===== src/rtl/adder_macros.svh =====
// Operand width and client count for the shared adder
`ifndef ADDER_MACROS_SVH
`define ADDER_MACROS_SVH

// Han-Carlson tree is wired for this width only
`define ADD_WIDTH 14

// Ports on the shared adder arbiter
`define N_CLIENTS 2

`endif


===== src/rtl/adder_pkg.sv =====
// Adder request and response structs, client index type and Ling prefix cell functions
`include "adder_macros.svh"

package adder_pkg;

	typedef struct packed {
		logic                  valid;
		logic [`ADD_WIDTH-1:0] a;
		logic [`ADD_WIDTH-1:0] b;
		logic                  cin;
	} add_req_t;

	typedef struct packed {
		logic                  valid;
		logic [`ADD_WIDTH-1:0] sum;
		logic                  cout;
	} add_rsp_t;

	// Index of a granted arbiter port
	typedef logic [$clog2(`N_CLIENTS)-1:0] client_id_t;

	// Black cell, group H of the upper pair extended by the lower one
	function automatic logic black_g(input logic [1:0] gin, input logic [1:0] pin);
		return gin[1] | (pin[1] & gin[0]);
	endfunction

	// Black cell, group I (also the I half of a reduced black cell)
	function automatic logic black_p(input logic [1:0] pin);
		return pin[1] & pin[0];
	endfunction

	// Grey cell, H only, group I of the upper span as a single bit
	function automatic logic grey_g(input logic [1:0] gin, input logic pin);
		return gin[1] | (pin & gin[0]);
	endfunction

	// First-stage Ling pseudo-carry needs no propagate term
	function automatic logic reduced_h(input logic [1:0] gin);
		return gin[1] | gin[0];
	endfunction

endpackage


===== src/rtl/accum_client.sv =====
// Running-sum accumulator client of the shared adder, modulo 2^14
`timescale 1ns/1ps
`include "adder_macros.svh"

module accum_client
	import adder_pkg::*;
(
	input  logic                  clk,
	input  logic                  reset,
	input  logic                  sample_valid,
	input  logic [`ADD_WIDTH-1:0] sample,
	input  logic                  clear,
	output logic [`ADD_WIDTH-1:0] acc,
	output logic                  busy,
	output add_req_t              req,
	input  logic                  gnt,
	input  add_rsp_t              rsp
);

	logic                  req_vld;
	logic [`ADD_WIDTH-1:0] sample_q;

	always_ff @(posedge clk) begin
		if (reset) begin
			acc     <= '0;
			busy    <= 1'b0;
			req_vld <= 1'b0;
		end else begin
			if (sample_valid && !busy) begin
				busy    <= 1'b1;
				req_vld <= 1'b1;
			end else if (clear && !busy) begin
				acc <= '0;
			end
			// Request drops once the arbiter takes it
			if (req_vld && gnt)
				req_vld <= 1'b0;
			// Carry out is dropped, sum wraps
			if (rsp.valid) begin
				acc  <= rsp.sum;
				busy <= 1'b0;
			end
		end
	end

	always_ff @(posedge clk) begin
		if (sample_valid && !busy)
			sample_q <= sample;
	end

	// acc stays put while the request is out
	always_comb begin
		req.valid = req_vld;
		req.a     = acc;
		req.b     = sample_q;
		req.cin   = 1'b0;
	end

	a_no_sample_busy: assert property (@(posedge clk) disable iff (reset)
		busy |-> !sample_valid);

endmodule


===== config.mk =====
export PLATFORM = sky130hd
export DESIGN_NAME = accum_client
export DESIGN_NICKNAME = d
export VERILOG_FILES = /design/src/rtl/adder_pkg.sv /design/src/rtl/accum_client.sv
export VERILOG_INCLUDE_DIRS = /design/src /design/src/rtl
export SDC_FILE = /design/constraint.sdc
export NUM_CORES = 1
export LEC_CHECK = 0
export ABC_AREA = 1
export BUFFER_PORTS_ARGS = -buffer_cell sky130_fd_sc_hd__buf_2
export CAP_MARGIN = 20
export CORE_MARGIN = 3
export CORE_UTILIZATION = 45
export CTS_CLUSTER_SIZE = 16
export DETAILED_ROUTE_END_ITERATION = 8
export PLACE_DENSITY = 0.95
export RECOVER_POWER = 50
export SYNTH_ARGS = -nofsm -noshare
export SYNTH_HDL_FRONTEND = slang
export SYNTH_SLANG_ARGS = --single-unit
export TNS_END_PERCENT = 100

===== constraint.sdc =====
create_clock -name clk -period 3.9 [get_ports clk]
set_input_delay 0.78 -clock clk [delete_from_list [all_inputs] [get_ports clk]]
set_output_delay 0.78 -clock clk [all_outputs]
set_load 0.05 [all_outputs]

======== Word-level counts from Yosys, hierarchy flattened ========
Index checks and enable logic that the tools add are counted.
word-level totals
  register bits ........................... 30
  input port bits ......................... 35
  output and inout port bits .............. 45
  word-level logic and storage cells ...... 16
cells by class
  eq/ne operators ......................... 1
  muxes and demuxes ....................... 3
  reduce and logical (&&, ||, !) cells .... 8
operators with widths
  kind                                   number
  2-to-1 mux 14 bit                      3
  OR reduction 2 bit                     2
  logical AND 1 bit                      3
  != test 2 bit (second input constant)  1
  AND reduction 2 bit                    1
  nonzero test 2 bit                     1
  logical NOT 1 bit                      1

======== Logic depth before layout (Yosys ltp) ========
  word-level depth ........................ 5
  gate-level depth with buffers ........... 5
  mapped depth without buffers ............ 4

======== Worst setup path before layout ========
OpenSTA, ideal clock, no wires.
  path kind ............................... input -> register
  start point ............................. input port sample_valid
  end point ............................... register sample_q[0] (enable)
  library setup time ...................... 0.386 ns
  data arrival time ....................... 1.470 ns
  required time ........................... 3.514 ns
  setup slack ............................. 2.044 ns
  cell stages on the path ................. 2
  buffers on the path ..................... 0
  cell sequence ........................... inv_2 -> nor2_1
between the ends
  word-level cells in the longest chain between the ends .. 1
RTL lines
  element                 line                RTL
  start: declaration      accum_client.sv:10  input logic sample_valid,
  logical AND 1 bit       accum_client.sv:47  if (sample_valid && !busy)
  end signal: assignment  accum_client.sv:48  sample_q <= sample;
  end: declaration        accum_client.sv:21  logic [`ADD_WIDTH-1:0] sample_q;
No other way between the ends.
A chain may end at the register's enable or synchronous reset.

======== Final worst setup path ========
  start point ............................. register acc[5]
  end point ............................... output port acc[5]
RTL lines
  element                   line                RTL
  start: declaration        accum_client.sv:13  output logic [`ADD_WIDTH-1:0] acc,
  start signal: assignment  accum_client.sv:40  acc <= rsp.sum;
No word-level cell between the ends.

==> results_dict.tcl <==
set metrics [dict create \
    outcome "finished clean" \
    clk_pin_slew_ns 0.09 \
    antenna_found_initial 0 \
    avgRoutedWirePerCell_um 13.7 \
    arrival_ns 0.98 \
    clock_sinks 30 \
    final_common_cell "buf_2" \
    required_ns 3.12 \
    clkLatencyLatePin_ns 0.32 \
    post-route-period-util 0.452 \
    seq_area_um2 741 \
    root_buffer "clkbuf_4" \
    synth_top_area_frac 0.328 \
    area_growth_pct 21.5 \
    diodes 0 \
    vias 956 \
    drtIter0Drc 18 \
    min_from "acc[0]" \
    avgSynthCellArea_um2 12.4 \
    drc 0 \
    power.leakage_nw 0.725 \
    ioPinCount 80 \
    synth_cell_types 19 \
    dp_hpwl_um 2110 \
    synthTopCellsByArea "edfxtp_1, dfxtp_1, buf_4" \
    cts_tree "done" \
    cts_buffers 5 \
    path_max_fanout 3 \
    vias_per_cell 4.85 \
    path_delay_family "flip-flops" \
    pre_cts_ws_ns 1.75 \
    synth_area_mm2 0.00128 \
    ys_ff_latch 30 \
    die-area_mm2 0.00352 \
    r2r_slack_ns 2.46 \
    endpoint "acc[5]" \
    synthCells 103 \
    post-route-min-period_ns 1.76 \
    final_cell_mix "buf_2, dfxtp_1, nand2_1, edfxtp_1, nand3_2" \
    ant_nets 0 \
    cp_slowest_stage_delay_ns 0.38 \
    drive_above_1_share 0.623 \
    seq_area_frac_synth 0.579 \
    cp_cell_sequence "buf_2" \
    crit_cells 1 \
    worstSetupStartpointType "register" \
    die_y_um 59.3 \
    nFillCells 231 \
    utilization 0.600 \
    routed_wl_um 2710 \
    die_w_um 59.3 \
    cts_buffer_depth 2 \
    gp_congestion 0.689 \
    htree_levels 2 \
    grt_overflow 0 \
    crit_buf_inv 1 \
    syn_nets 138 \
    multiInputGateArea_um2 323 \
    power_w 0.000686 \
    hold_class "register to register" \
    vdd_drop_max_mv 0.322 \
    yosys.area.top_type "edfxtp_1" \
    firstDrtPassIters 4 \
    port_buffers 77 \
    slew_headroom 0.375 \
    max_cap_viol_count 0 \
    r2r-start "busy" \
    reg2reg_to "sample_q[5]" \
    fin_ws_ns 2.14 \
    cts_setup_buffers 0 \
    final_max_slew_viol_count 0 \
    setup_tns_ns 0 \
    crit_start "acc[5]" \
    rows 18 \
    tightest_slew_ns 0.938 \
    cts-resized-gates 0 \
    hold_ws_ns 0.486 \
    initial_core_util 0.494 \
    grt_util_all_layers 0.165 \
    nNetsFinal 201 \
    reg2reg_depth 2 \
    grt_max_degree 17 \
    ys.warnings.count 0 \
    setup_viol 0 \
    grt_pass1_vias 957 \
    setup.worst_path.class "register to output port" \
    grt_pass1_wl_um 4240 \
    cp-end-kind "output port" \
    cp_slowest_cell "dfxtp_1" \
    timing_hold_violations_final 0 \
    powerDensity_mw_per_mm2 441 \
    fmax_mhz 568 \
    rsz0062_at_grt "false" \
    coreArea_mm2 0.00259 \
    hold_buffers 0 \
    skew_ns 0.00878 \
]
Yosys cell counts:
library cell	count
nand3_1	4
buf_4	16
a211oi_2	1
buf_6	2
edfxtp_1	14
nand3_4	1
nor2_1	1
nand2_1	14
dfxtp_1	16
nand3_2	10
o21a_1	1
a21oi_1	5
clkinv_4	1
a21oi_2	10
clkbuf_2	1
conb_1	1
buf_12	2
buf_2	1
inv_2	2
final cells by class:
type,instances,share of cell area
sequential,30,0.476
timing repair buffer,78,0.249
multi-input combinational,48,0.208
clock buffer,6,0.0265
tap,30,0.0241
inverter,3,0.0105
clock inverter,2,0.00563
kinds of logic after synthesis:
group | after synthesis | synth area share
AOI/OAI and AO/OA | 17 | 0.104
buffers and inverters | 25 | 0.163
DFF | 30 | 0.579
other | 1 | 0.00293
and+or+nand+nor | 30 | 0.152
state kept, by name, summed over array words and instances, names as in the netlist:
register	flops
busy	1
sample_q	14
req_vld	1
acc	14
stage by stage:
step | area (um2) | instances
finish | 1560 | 197
global route | 1560 | 197
CTS | 1560 | 196
detailed placement | 1510 | 188
global placement | 1510 | 188
floorplan | 1280 | 103
routing by layer:
layer  GRT usage  vias up  share of wire
li1            -      458              -
met1       0.144      432           0.30
met2       0.301       57           0.51
met3      0.0588        9           0.15
met4       0.126        0          0.035
met5           0        -              0
how the worst min path moves through the flow:
stage | slack [ns] | cells after the start | to
2_1_floorplan | 0.46 | 1 | req_vld
3_3_place_gp | 0.47 | 1 | req_vld
3_5_place_dp | 0.48 | 2 | acc[0]
4_1_cts | 0.49 | 2 | acc[9]
5_1_grt | 0.51 | 2 | acc[6]
6_report | 0.49 | 2 | acc[0]
report_power, final:
group	switching (W)	internal [W]	total, W
Clock	0.0000980	0.0000675	0.000166
Sequential	0.00000866	0.000348	0.000357
Combinational	0.000126	0.0000373	0.000164
(Power assumes the default switching activity.)
