## src/rtl/adder_macros.svh

```systemverilog
// Operand width and client count for the shared adder
`ifndef ADDER_MACROS_SVH
`define ADDER_MACROS_SVH

// Han-Carlson tree is wired for this width only
`define ADD_WIDTH 14

// Ports on the shared adder arbiter
`define N_CLIENTS 2

`endif

```

## src/rtl/adder_pkg.sv

```systemverilog
// Adder request and response structs, client index type and Ling prefix cell functions
`include "adder_macros.svh"

package adder_pkg;

	typedef struct packed {
		logic                  valid;
		logic [`ADD_WIDTH-1:0] a;
		logic [`ADD_WIDTH-1:0] b;
		logic                  cin;
	} add_req_t;

	typedef struct packed {
		logic                  valid;
		logic [`ADD_WIDTH-1:0] sum;
		logic                  cout;
	} add_rsp_t;

	// Index of a granted arbiter port
	typedef logic [$clog2(`N_CLIENTS)-1:0] client_id_t;

	// Black cell, group H of the upper pair extended by the lower one
	function automatic logic black_g(input logic [1:0] gin, input logic [1:0] pin);
		return gin[1] | (pin[1] & gin[0]);
	endfunction

	// Black cell, group I (also the I half of a reduced black cell)
	function automatic logic black_p(input logic [1:0] pin);
		return pin[1] & pin[0];
	endfunction

	// Grey cell, H only, group I of the upper span as a single bit
	function automatic logic grey_g(input logic [1:0] gin, input logic pin);
		return gin[1] | (pin & gin[0]);
	endfunction

	// First-stage Ling pseudo-carry needs no propagate term
	function automatic logic reduced_h(input logic [1:0] gin);
		return gin[1] | gin[0];
	endfunction

endpackage

```

## src/rtl/csum_client.sv

```systemverilog
// Ones'-complement checksum client with an end-around carry fold pass
`timescale 1ns/1ps
`include "adder_macros.svh"

module csum_client
	import adder_pkg::*;
(
	input  logic                  clk,
	input  logic                  reset,
	input  logic                  word_valid,
	input  logic [`ADD_WIDTH-1:0] word,
	input  logic                  clear,
	output logic [`ADD_WIDTH-1:0] csum,
	output logic                  busy,
	output add_req_t              req,
	input  logic                  gnt,
	input  add_rsp_t              rsp
);

	typedef enum logic [1:0] {
		S_IDLE,
		S_ADD,
		S_FOLD
	} state_t;

	state_t                state;
	logic                  req_vld;
	logic [`ADD_WIDTH-1:0] word_q;

	always_ff @(posedge clk) begin
		if (reset) begin
			state   <= S_IDLE;
			req_vld <= 1'b0;
			csum    <= '0;
		end else begin
			if (req_vld && gnt)
				req_vld <= 1'b0;
			case (state)
				S_IDLE: begin
					if (word_valid) begin
						state   <= S_ADD;
						req_vld <= 1'b1;
					end else if (clear) begin
						csum <= '0;
					end
				end
				S_ADD: begin
					if (rsp.valid) begin
						csum <= rsp.sum;
						// End-around carry needs one more pass
						if (rsp.cout) begin
							state   <= S_FOLD;
							req_vld <= 1'b1;
						end else begin
							state <= S_IDLE;
						end
					end
				end
				S_FOLD: begin
					// Sum plus one cannot carry again
					if (rsp.valid) begin
						csum  <= rsp.sum;
						state <= S_IDLE;
					end
				end
				default: state <= S_IDLE;
			endcase
		end
	end

	always_ff @(posedge clk) begin
		if (state == S_IDLE && word_valid)
			word_q <= word;
	end

	assign busy = (state != S_IDLE);

	always_comb begin
		req.valid = req_vld;
		req.a     = csum;
		req.b     = (state == S_FOLD) ? '0 : word_q;
		req.cin   = (state == S_FOLD);
	end

	a_no_word_busy: assert property (@(posedge clk) disable iff (reset)
		busy |-> !word_valid);

	// Fold pass result never carries out
	a_fold_no_carry: assert property (@(posedge clk) disable iff (reset)
		(state == S_FOLD && rsp.valid) |-> !rsp.cout);

endmodule

```

## config.mk

```make
export PLATFORM = sky130hd
export DESIGN_NAME = csum_client
export DESIGN_NICKNAME = d
export VERILOG_FILES = /design/src/rtl/adder_pkg.sv /design/src/rtl/csum_client.sv
export VERILOG_INCLUDE_DIRS = /design/src /design/src/rtl
export SDC_FILE = /design/constraint.sdc
export NUM_CORES = 1
export LEC_CHECK = 0
export BUFFER_PORTS_ARGS = -buffer_cell sky130_fd_sc_hd__buf_2
export CELL_PAD_IN_SITES_DETAIL_PLACEMENT = 0
export CELL_PAD_IN_SITES_GLOBAL_PLACEMENT = 1
export CORE_ASPECT_RATIO = 1.25
export CORE_MARGIN = 3
export CORE_UTILIZATION = 33
export CTS_BUF_LIST = sky130_fd_sc_hd__clkbuf_16
export CTS_CLUSTER_DIAMETER = 30
export CTS_CLUSTER_SIZE = 12
export DETAILED_ROUTE_END_ITERATION = 10
export PLACE_DENSITY = 0.77
export SYNTH_ARGS = -nofsm -noshare
export SYNTH_HDL_FRONTEND = slang
export SYNTH_SLANG_ARGS = --single-unit
```

## constraint.sdc

```tcl
create_clock -name clk -period 1.8 [get_ports clk]
set_input_delay 0.18 -clock clk [delete_from_list [all_inputs] [get_ports clk]]
set_output_delay 0.18 -clock clk [all_outputs]
set_load 0.05 [all_outputs]
```

; Word level (Yosys, flattened, before mapping)
; Index checks and enable logic that the tools add are counted.
; Widths: inputs -> output; s select.
[totals]
ff_bits = 31
out_inout_bits = 45
elab_cells = 35
input_bits = 35
[classes]
eq_ne = 8
mux = 15
reduce_logical = 8
[op_table]
columns = cell, count
row1 = $mux 14, 4
row2 = $pmux 14 s2, 1
row3 = $mux 2, 4
row4 = $ne 2x2->1 const B, 4
row5 = $pmux 2 s3, 1
row6 = $mux 1, 4
row7 = $ne 2x1->1 const B, 2
row8 = $reduce_and 4->1, 1
row9 = $reduce_bool 2->1, 2
row10 = $reduce_and 3->1, 1
row11 = $eq 2x1->1 const B, 1
row12 = $eq 2x2->1 const B, 1
row13 = $logic_and 1x1->1, 2
row14 = $logic_not 2->1, 1
row15 = $pmux 1 s2, 1
row16 = $reduce_or 2->1, 1

; Logic depth before layout (Yosys ltp)
; Gate-level depths: netlist of run 1.
[logic_depth]
depth_word = 5
mapped_depth = 7
depth_no_buf = 5

; Worst setup path before layout of run 1
; OpenSTA, ideal clock, no wires.
[synth_timing]
kind = register -> output
start = register state[0]
end = output port req[10] (netlist name)
setup_slack_ns = -0.172
path_stages_with_launch = 5
required_time_ns = 1.620
arrival_time_ns = 1.792
n_path_buf = 1
cell_sequence = dfxtp_1 -> inv_1 -> ha_1 -> clkbuf_1 -> nor2b_1
[synth_rtl]
columns = element, line
row1 = from (decl), csum_client.sv:26  ; state_t state;
row2 = from (signal assigned), csum_client.sv:32  ; state <= S_IDLE;
row3 = from (signal assigned), csum_client.sv:41  ; state <= S_ADD;
row4 = from (signal assigned), csum_client.sv:52  ; state <= S_FOLD;
row5 = to (decl), csum_client.sv:15  ; output add_req_t req,

==> results of run 1 <==
==> registers in the layout, summed over array words and instances (netlist names) <==
| name | cells |
|---|---|
| state | 2 |
| word_q | 14 |
| csum | 14 |
| req_vld | 1 |
==> final timing paths <==
kind / from / endpoint / slack [ns] / cells after the start
max: state[0] / req[13] / 0.27 / 4
min: word[12] / word_q[12] / 0.09 / 1
max reg2reg: state[0] / csum[0] / 0.32 / 6
min reg2reg: csum[1] / csum[1] / 0.48 / 2
==> logic make-up (layout without fill, tap and decap cells) <==
family / Yosys count / count (layout) / share of synthesized area [%]
AO/OA/AOI/OAI: 8 / 8 / 3.98
flip-flops: 31 / 31 / 50.4
adder cells (fa/ha/maj): 3 / 3 / 2.49
AND/OR/NAND/NOR: 48 / 48 / 20.9
buffers and inverters: 27 / 95 / 12.0
multiplexers: 15 / 15 / 10.2
==> cells in the final DEF (no fill, tap or decap), drive strengths merged <==
cell type  instances
buf               82
nor2b             15
mux2i             15
nand3              1
a21oi              4
ha                 3
dfxtp             17
o21ba              1
nor3b              1
and2               1
edfxtp            14
nand2b            15
nand3b            14
clkbuf             5
o2111ai            1
inv                8
nor2               1
o21ai              2
==> metal layers <==
layer	up-vias	routed length [um]	track usage (%)
met1	460	1270	13.0
met5	-	0	0
met2	67	1190	16.3
met4	0	0	3.05
met3	0	385	5.47
li1	560	-	-
==> cells in the mapped netlist (all sizes together) <==
cell type	count	share of area, %
nor2b	15	6.2
nand2b	15	6.2
nand3	1	0.33
ha	3	2.5
clkbuf	5	1.2
nand3b	14	7.0
a21oi	4	2.1
buf	17	9.5
nor3b	1	0.50
nor2	1	0.25
inv	5	1.2
and2	1	0.41
mux2i	15	10
o21ba	1	0.66
o21ai	2	0.66
dfxtp	17	23
edfxtp	14	28
o2111ai	1	0.58
==> worst max-delay path, cell delays in order (launching register included) <==
cell     delay, ns
dfxtp_1       0.33
inv_1         0.07
ha_2          0.28
nor2b_1       0.13
buf_2         0.27
==> power groups by stage <==
stage	clock network (mW)	logic (mW)	registers (mW)
floorplan	0	0.342	0.856
global placement	0	0.479	0.812
detailed placement	0	0.479	0.813
CTS	0.775	0.481	0.800
global route	0.818	0.505	0.803
finish	0.750	0.474	0.800
==> final cells by class <==
class / instances / share of cell area [%]
inverter: 5 / 0.945
clock buffer: 5 / 6.30
sequential: 31 / 38.3
tap: 56 / 3.53
timing repair buffer: 82 / 21.7
multi-input combinational: 74 / 28.7
clock inverter: 3 / 0.567
==> flow_metrics.py, run 1 <==
metrics = {
    "detailed_routing": {
        "wl_mm": 2.85,
        "drc": 0,
        "drtAntennaViolNets": 0,
        "drtIter0Drc": 63,
        "drt-pass1-iter-count": 4,
        "vias": 1087,
        "via_per_inst": 4.25,
        "wl_per_cell_um": 11.1,
    },
    "die": {
        "die-area_sq_mm": 0.00542,
        "die_w_um": 66.5,
        "num_rows": 26,
        "num_io_pins": 80,
        "initial_core_util_pct": 35.4,
        "core_sq_mm": 0.00426,
        "die_h_um": 81.6,
    },
    "layout": {
        "final_layout_size_suffix_gt1_share_pct": 45.5,
        "syn_to_final_growth_pct": 31.6,
        "multi_input_area_sq_um": 569,
        "fin_util_pct": 46.6,
        "final_cells": 256,
        "n_fill_cell": 414,
        "final_area_sq_mm": 0.00199,
        "antenna_cells": 0,
        "layout.nets": 237,
        "regArea_sq_um": 761,
    },
    "pwr": {
        "p_total_mw": 2.02,
        "peakVddDrop_uv": 475,
        "cellLeakagePower_nw": 0.928,
        "sw_frac_of_total_pct": 29.2,
        "p_clk_share_pct": 37.0,
        "power_density_mw_per_mm2": 1020,
        "p_seq_share_pct": 39.5,
        "internal-power_mw": 1.43,
        "p_sw_mw": 0.591,
        "comb_power_share_pct": 23.4,
    },
    "cts": {
        "cts_buffers": 5,
        "cts_hold_buf": 0,
        "clockRootBuffer": "clkbuf_16",
        "cts_tree": "built",
        "clockBufferDepth": 2,
        "clk_pin_slew_worst_paths_ns": 0.05,
        "clock-sinks": 31,
        "post_cts_buffers": 0,
        "htree_levels": 2,
        "cts_resized": 0,
        "insertion_delay_ns": 0.27,
    },
    "synthesis": {
        "synth_area_sq_mm": 0.00151,
        "ys.warnings.count": 0,
        "ys_seq_area_share_pct": 50.4,
        "yosysUniqueCellTypes": 22,
        "avgSynthCellArea_sq_um": 11.4,
        "synth_seq_cells": 31,
        "syn_inst": 132,
        "syn-num-nets": 170,
    },
    "setup_path": {
        "start_kind": "flop",
        "end_kind": "output pin",
        "worstPathArrival_ns": 1.35,
        "worst_ep_required_time_ns": 1.62,
        "worstSetupPathType": "reg2out",
        "crit_path_max_fanout": 16,
    },
    "hold_path": {
        "hp-class": "in2reg",
    },
    "timing": {
        "slew_headroom_pct": 75.3,
        "whs_ns": 0.0885,
        "fmax_mhz": 654,
        "period_share_pct": 84.9,
        "drv_slew": 0,
        "setup_ws_ns": 0.271,
        "worst_pin_slew_ns": 0.370,
        "hold_viol": 0,
        "grt_setup_unrepaired": "false",
        "skew_ns": 0.00193,
        "min_period_ns": 1.53,
        "finalSetupViolCount": 0,
        "fin_setup_tns_ns": 0,
    },
    "grt": {
        "grtUsageTotal_pct": 10.6,
        "grt_max_degree": 32,
        "overflow": 0,
        "antenna_found_initial": 0,
        "grt_first_pass_wirelength_mm": 4.36,
        "grt_pass1_vias": 968,
    },
    "place": {
        "postPlaceCellArea_sq_mm": 0.00185,
        "hpwl_mm": 2.20,
        "portBuffers": 79,
        "pre_cts_ws_ns": 0.301,
        "placed_cells": 248,
        "place.gp.congestion": 0.705,
    },
    "flow_run": {
        "max-cap-violations": 0,
    },
    "run_status": {
        "status": "complete, no violations",
    },
}
Note: power is estimated with default switching activity, not from simulation.
==> run 2, diff against run 1 <==
--- a/config.mk
+++ b/config.mk
@@ -6,17 +6,18 @@
 export SDC_FILE = /design/constraint.sdc
 export NUM_CORES = 1
 export LEC_CHECK = 0
+export ABC_AREA = 1
 export BUFFER_PORTS_ARGS = -buffer_cell sky130_fd_sc_hd__buf_2
 export CELL_PAD_IN_SITES_DETAIL_PLACEMENT = 0
 export CELL_PAD_IN_SITES_GLOBAL_PLACEMENT = 1
 export CORE_ASPECT_RATIO = 1.25
 export CORE_MARGIN = 3
-export CORE_UTILIZATION = 33
+export CORE_UTILIZATION = 30
 export CTS_BUF_LIST = sky130_fd_sc_hd__clkbuf_16
 export CTS_CLUSTER_DIAMETER = 30
 export CTS_CLUSTER_SIZE = 12
 export DETAILED_ROUTE_END_ITERATION = 10
-export PLACE_DENSITY = 0.77
+export PLACE_DENSITY = 0.76
 export SYNTH_ARGS = -nofsm -noshare
 export SYNTH_HDL_FRONTEND = slang
 export SYNTH_SLANG_ARGS = --single-unit
==> constraint.sdc (replaced) <==
create_clock -name clk -period 1.55 [get_ports clk]
set_input_delay 0.155 -clock clk [delete_from_list [all_inputs] [get_ports clk]]
set_output_delay 0.155 -clock clk [all_outputs]
set_load 0.05 [all_outputs]
==> flow_metrics.py, run 2 <==
metrics = {
    "run_status": {
        "status": "complete, no violations",
    },
    "setup_path": {
        "reg2reg_depth": 8,
        "path_depth": 4,
        "start_kind": "flop",
        "cpMaxStageDelayCell": "dfxtp_2",
        "crit_chain": "inv_2, ha_2, buf_12, buf_4",
        "crit_path_max_fanout": 15,
        "r2r-end": "csum[10]",
        "worstPathBufferInverterCount": 3,
        "rr_startpoint": "state[1]",
        "worst_ep_required_time_ns": 1.39,
        "end_kind": "output pin",
        "worstPathArrival_ns": 1.34,
        "rrSetupSlack_ns": 0.14,
        "cpLargestDelayFamily": "buffers and inverters",
        "worstSetupPathType": "reg2out",
        "cpPeakStageDelay_ns": 0.33,
    },
    "cts": {
        "cts_buffers": 5,
        "cts_tree": "built",
        "cts_hold_buf": 0,
        "clockRootBuffer": "clkbuf_16",
        "htree_levels": 2,
        "clockBufferDepth": 2,
        "clock-sinks": 31,
        "clk_pin_slew_worst_paths_ns": 0.05,
        "insertion_delay_ns": 0.27,
    },
    "hold_path": {
        "hp-class": "in2reg",
        "min_to": "word_q[1]",
        "whs_path_depth": 1,
        "worstHoldStart": "word[1]",
    },
    "timing": {
        "whs_ns": 0.0616,
        "fmax_mhz": 669,
        "drv_slew": 0,
        "skew_ns": 0.00640,
        "hold_viol": 0,
        "min_period_ns": 1.50,
        "slew_headroom_pct": 69.3,
        "worst_pin_slew_ns": 0.460,
        "period_share_pct": 96.5,
        "finalSetupViolCount": 0,
    },
    "layout": {
        "final_cells": 329,
        "layout.nets": 306,
        "syn_to_final_growth_pct": 50.7,
        "mostFrequentLayoutCell": "buf_2",
        "antenna_cells": 0,
        "final_layout_size_suffix_gt1_share_pct": 42.8,
        "fin_util_pct": 47.4,
        "final_area_sq_mm": 0.00227,
        "largest_registers": "csum (14), word_q (14), state (2)",
        "final_cell_mix": "buf_2, nand2_1, inv_1",
    },
    "grt": {
        "overflow": 0,
        "grt_first_pass_wirelength_mm": 5.66,
        "grt_max_degree": 16,
        "grtUsageTotal_pct": 11.9,
        "antenna_found_initial": 0,
        "grt_pass1_vias": 1259,
    },
    "detailed_routing": {
        "wl_mm": 3.53,
        "vias": 1371,
        "via_per_inst": 4.17,
        "drt-pass1-iter-count": 4,
        "drtIter0Drc": 49,
        "drtAntennaViolNets": 0,
        "wl_per_cell_um": 10.7,
        "drc": 0,
    },
    "place": {
        "hpwl_mm": 2.69,
        "place.gp.congestion": 0.697,
        "placed_cells": 319,
        "postPlaceCellArea_sq_mm": 0.00198,
        "portBuffers": 79,
    },
    "pwr": {
        "p_total_mw": 2.97,
        "peakVddDrop_uv": 483,
        "cellLeakagePower_nw": 1.21,
        "power_density_mw_per_mm2": 1310,
    },
    "synthesis": {
        "synth_common_cells": "nand2_1, nor2_1, inv_1",
        "synth_edf_count": 14,
        "ys.warnings.count": 0,
        "syn-num-nets": 233,
        "async_flop_share_pct": 0,
        "synthTopCellsByArea": "edfxtp_1, dfxtp_1, nand2_1, nor2_1, inv_1",
        "yosysUniqueCellTypes": 17,
        "synth_area_sq_mm": 0.00151,
        "ys_seq_area_share_pct": 50.4,
        "avgSynthCellArea_sq_um": 7.74,
        "synth_top_area_share_pct": 27.9,
        "synth_seq_cells": 31,
        "synth_area_leader_cell": "edfxtp_1",
        "syn_inst": 195,
        "synthFlopType": "dfxtp_1",
    },
    "die": {
        "die_w_um": 69.4,
        "num_io_pins": 80,
        "num_rows": 28,
        "die_h_um": 85.3,
        "die-area_sq_mm": 0.00592,
        "initial_core_util_pct": 31.4,
        "core_sq_mm": 0.00480,
    },
    "flow_run": {
        "max-cap-violations": 0,
    },
}
[run 2: changes by cell type after synthesis, moves of 2 or more]
cell	change
buf_2	+2
clkbuf_1	-4
inv_1	+29
mux2i_1	-14
nand2_1	+43
nand2b_1	-15
nand3_1	+9
nand3b_1	-14
nor2_1	+42
nor2_2	+2
nor2b_1	-15
[run 2: worst register-to-register path: cells and delay by family (launching register included)]
family                     cells  cell delay [ns]
adders and majority gates      1             0.31
DFF                            1             0.36
and+or+nand+nor                6             0.59
buffers and inverters          1             0.10
[run 2: worst max-delay path by stage]
stage / end / slack [ns] / from
global route: req[5] / -0.01 / state[0]
detailed placement: csum[12] / 0.0003 / state[1]
CTS: csum[10] / -0.02 / state[0]
floorplan: req[14] / 0.001 / state[0]
global placement: csum[10] / 0.06 / state[1]
finish: req[0] / 0.05 / state[0]
[run 2: metrics by stage]
step | setup TNS (ns) | setup WS (ns)
final | 0 | 0.0544
after global routing | -0.0344 | -0.0119
after CTS | -0.109 | -0.0197
after detailed placement | 0 | 0.000342
after global placement | 0 | 0.0556
after floorplan | 0 | 0.00143
[run 2: report_power, final]
group,switching [mW],internal [mW]
clock network,0.309,0.575
registers,0.0461,0.949
logic,0.784,0.308
[run 2: cell families after synthesis]
logic type / share of synthesized area (%)
compound gates: 2.32
flops: 50.4
fa+ha+maj: 2.49
simple gates: 27.4
buf+inv: 17.3
[run 2: cell type report]
| type | instances | area, sq um |
|---|---|---|
| clock inverters | 3 | 11.3 |
| inverters | 34 | 131 |
| repair buffers | 84 | 548 |
| fillers | 495 | 2530 |
| multi-input cells | 112 | 621 |
| flip-flops and latches | 31 | 762 |
| clock buffers | 5 | 125 |
| well taps | 60 | 75.1 |
[run 2: routing by layer]
metal | vias up | GRT usage (%) | part of all wire (%)
li1 | 715 | - | -
met1 | 593 | 14.4 | 44
met2 | 58 | 19.8 | 46
met3 | 5 | 3.91 | 8.6
met4 | 0 | 4.26 | 1.1
met5 | - | 0 | 0
[run 2: what timing repair did]
item                                   in CTS  in global routing
setup buffers                               0                  1
pin swaps                                   1                  2
gates cloned                                0                  1
gates resized for setup                    15                 28
setup endpoints to repair                  20                 28
endpoints found under the hold margin       0                  0
==> run 3, diff against run 2 <==
--- a/config.mk
+++ b/config.mk
@@ -17,7 +17,7 @@
 export CTS_CLUSTER_DIAMETER = 30
 export CTS_CLUSTER_SIZE = 12
 export DETAILED_ROUTE_END_ITERATION = 10
-export PLACE_DENSITY = 0.76
+export PLACE_DENSITY_LB_ADDON = 0.1
 export SYNTH_ARGS = -nofsm -noshare
 export SYNTH_HDL_FRONTEND = slang
 export SYNTH_SLANG_ARGS = --single-unit
==> constraint.sdc (replaced) <==
create_clock -name clk -period 1.71 [get_ports clk]
set_input_delay 0.171 -clock clk [delete_from_list [all_inputs] [get_ports clk]]
set_output_delay 0.171 -clock clk [all_outputs]
set_load 0.05 [all_outputs]
==> flow_metrics.py, run 3 (same netlist as run 2, synthesis figures left out) <==
metrics = {
    "layout": {
        "largest_registers": "csum (14), word_q (14), state (2)",
        "mostFrequentLayoutCell": "buf_2",
        "regArea_sq_um": 761,
        "final_cell_mix": "buf_2, nand2_1, inv_1",
        "layout.nets": 306,
        "antenna_cells": 0,
        "multi_input_area_sq_um": 527,
        "n_fill_cell": 525,
        "final_layout_size_suffix_gt1_share_pct": 39.8,
        "syn_to_final_growth_pct": 39.8,
    },
    "grt": {
        "grtUsageTotal_pct": 11.2,
        "grt_first_pass_wirelength_mm": 5.22,
        "grt_max_degree": 17,
        "grt_pass1_vias": 1155,
        "antenna_found_initial": 0,
        "overflow": 0,
    },
    "setup_path": {
        "start_kind": "flop",
        "rr_startpoint": "state[0]",
        "reg2reg_depth": 9,
        "end_kind": "output pin",
        "r2r-end": "csum[2]",
        "crit_chain": "inv_1, ha_1, buf_12, nor2_2, buf_2",
        "cpPeakStageDelay_ns": 0.34,
        "cpMaxStageDelayCell": "dfxtp_1",
        "rrSetupSlack_ns": 0.20,
        "worstSetupPathType": "reg2out",
        "worst_ep_required_time_ns": 1.54,
        "crit_path_max_fanout": 16,
        "worstPathArrival_ns": 1.43,
    },
    "die": {
        "die_w_um": 69.4,
        "die-area_sq_mm": 0.00592,
        "num_rows": 28,
        "num_io_pins": 80,
        "initial_core_util_pct": 31.4,
        "die_h_um": 85.3,
        "core_sq_mm": 0.00480,
    },
    "run_status": {
        "status": "complete, no violations",
    },
    "cts": {
        "cts_tree": "built",
        "cts_hold_buf": 0,
        "htree_levels": 2,
        "clk_pin_slew_worst_paths_ns": 0.05,
        "insertion_delay_ns": 0.27,
        "clockRootBuffer": "clkbuf_16",
        "clockBufferDepth": 2,
        "clock-sinks": 31,
        "cts_buffers": 5,
    },
    "pwr": {
        "p_total_mw": 2.63,
        "peakVddDrop_uv": 466,
        "power_density_mw_per_mm2": 1250,
        "cellLeakagePower_nw": 1.18,
    },
    "timing": {
        "fmax_mhz": 624,
        "slew_headroom_pct": 69.6,
        "worst_pin_slew_ns": 0.455,
        "hold_viol": 0,
        "min_period_ns": 1.60,
        "period_share_pct": 93.7,
        "skew_ns": 0.00271,
        "finalSetupViolCount": 0,
        "whs_ns": 0.0759,
        "drv_slew": 0,
    },
    "hold_path": {
        "min_to": "word_q[11]",
        "worstHoldStart": "word[11]",
        "whs_path_depth": 1,
        "hp-class": "in2reg",
    },
    "detailed_routing": {
        "vias": 1312,
        "drt-pass1-iter-count": 4,
        "wl_mm": 3.30,
        "wl_per_cell_um": 10.0,
        "via_per_inst": 3.99,
        "drc": 0,
        "drtIter0Drc": 36,
        "drtAntennaViolNets": 0,
    },
    "place": {
        "portBuffers": 79,
        "hpwl_mm": 2.53,
        "place.gp.congestion": 0.733,
    },
    "flow_run": {
        "max-cap-violations": 0,
    },
}
run 3: how the worst max path moves through the flow:
stage / startpoint / endpoint / slack, ns / cells after the start
finish: state[0] / req[9] / 0.11 / 5
global route: state[0] / req[12] / -0.003 / 5
CTS: state[1] / csum[10] / 0.07 / 7
detailed placement: state[0] / csum[10] / 0.08 / 8
global placement: state[0] / csum[10] / 0.08 / 8
floorplan: state[0] / req[11] / -0.07 / 4
run 3: timing repair:
item	4_1_cts	5_1_grt
buffers inserted	0	2
endpoints found under the hold margin	0	0
endpoints found under the setup margin	0	16
gates resized for setup	0	5
run 3: layout make-up:
type | instances | area share [%]
flip-flops and latches | 31 | 36.1
repair buffers | 85 | 22.9
clock inverters | 3 | 0.534
well taps | 60 | 3.56
clock buffers | 5 | 5.93
multi-input cells | 111 | 25.0
inverters | 34 | 6.05
run 3: where the power goes:
group	switching, mW	internal [mW]
registers	0.0374	0.859
clock network	0.286	0.522
logic	0.686	0.245
run 3: critical path: cells and delay by family (launching register included):
kind | cells | cell delay (ns)
buffers and inverters | 3 | 0.49
flip-flops | 1 | 0.34
adder cells (fa/ha/maj) | 1 | 0.23
AND/OR/NAND/NOR | 1 | 0.10
run 3: routing by layer:
metal	routed length, um	track usage [%]
met2	1640	19.6
met5	0	0
met1	1370	12.9
met4	40	4.80
met3	245	2.96
run 3: through the flow:
step           instances  setup TNS [ns]  cell area, sq um  setup slack (ns)  util, %
3_3_place_gp         319               0              1930            0.0792     40.2
2_1_floorplan        195          -0.723              1540           -0.0719        -
3_5_place_dp         319               0              1930            0.0760     40.2
5_1_grt              329        -0.00340              2110          -0.00254     44.0
6_report             329               0              2110             0.108     44.0
4_1_cts              327               0              2070            0.0663     43.1
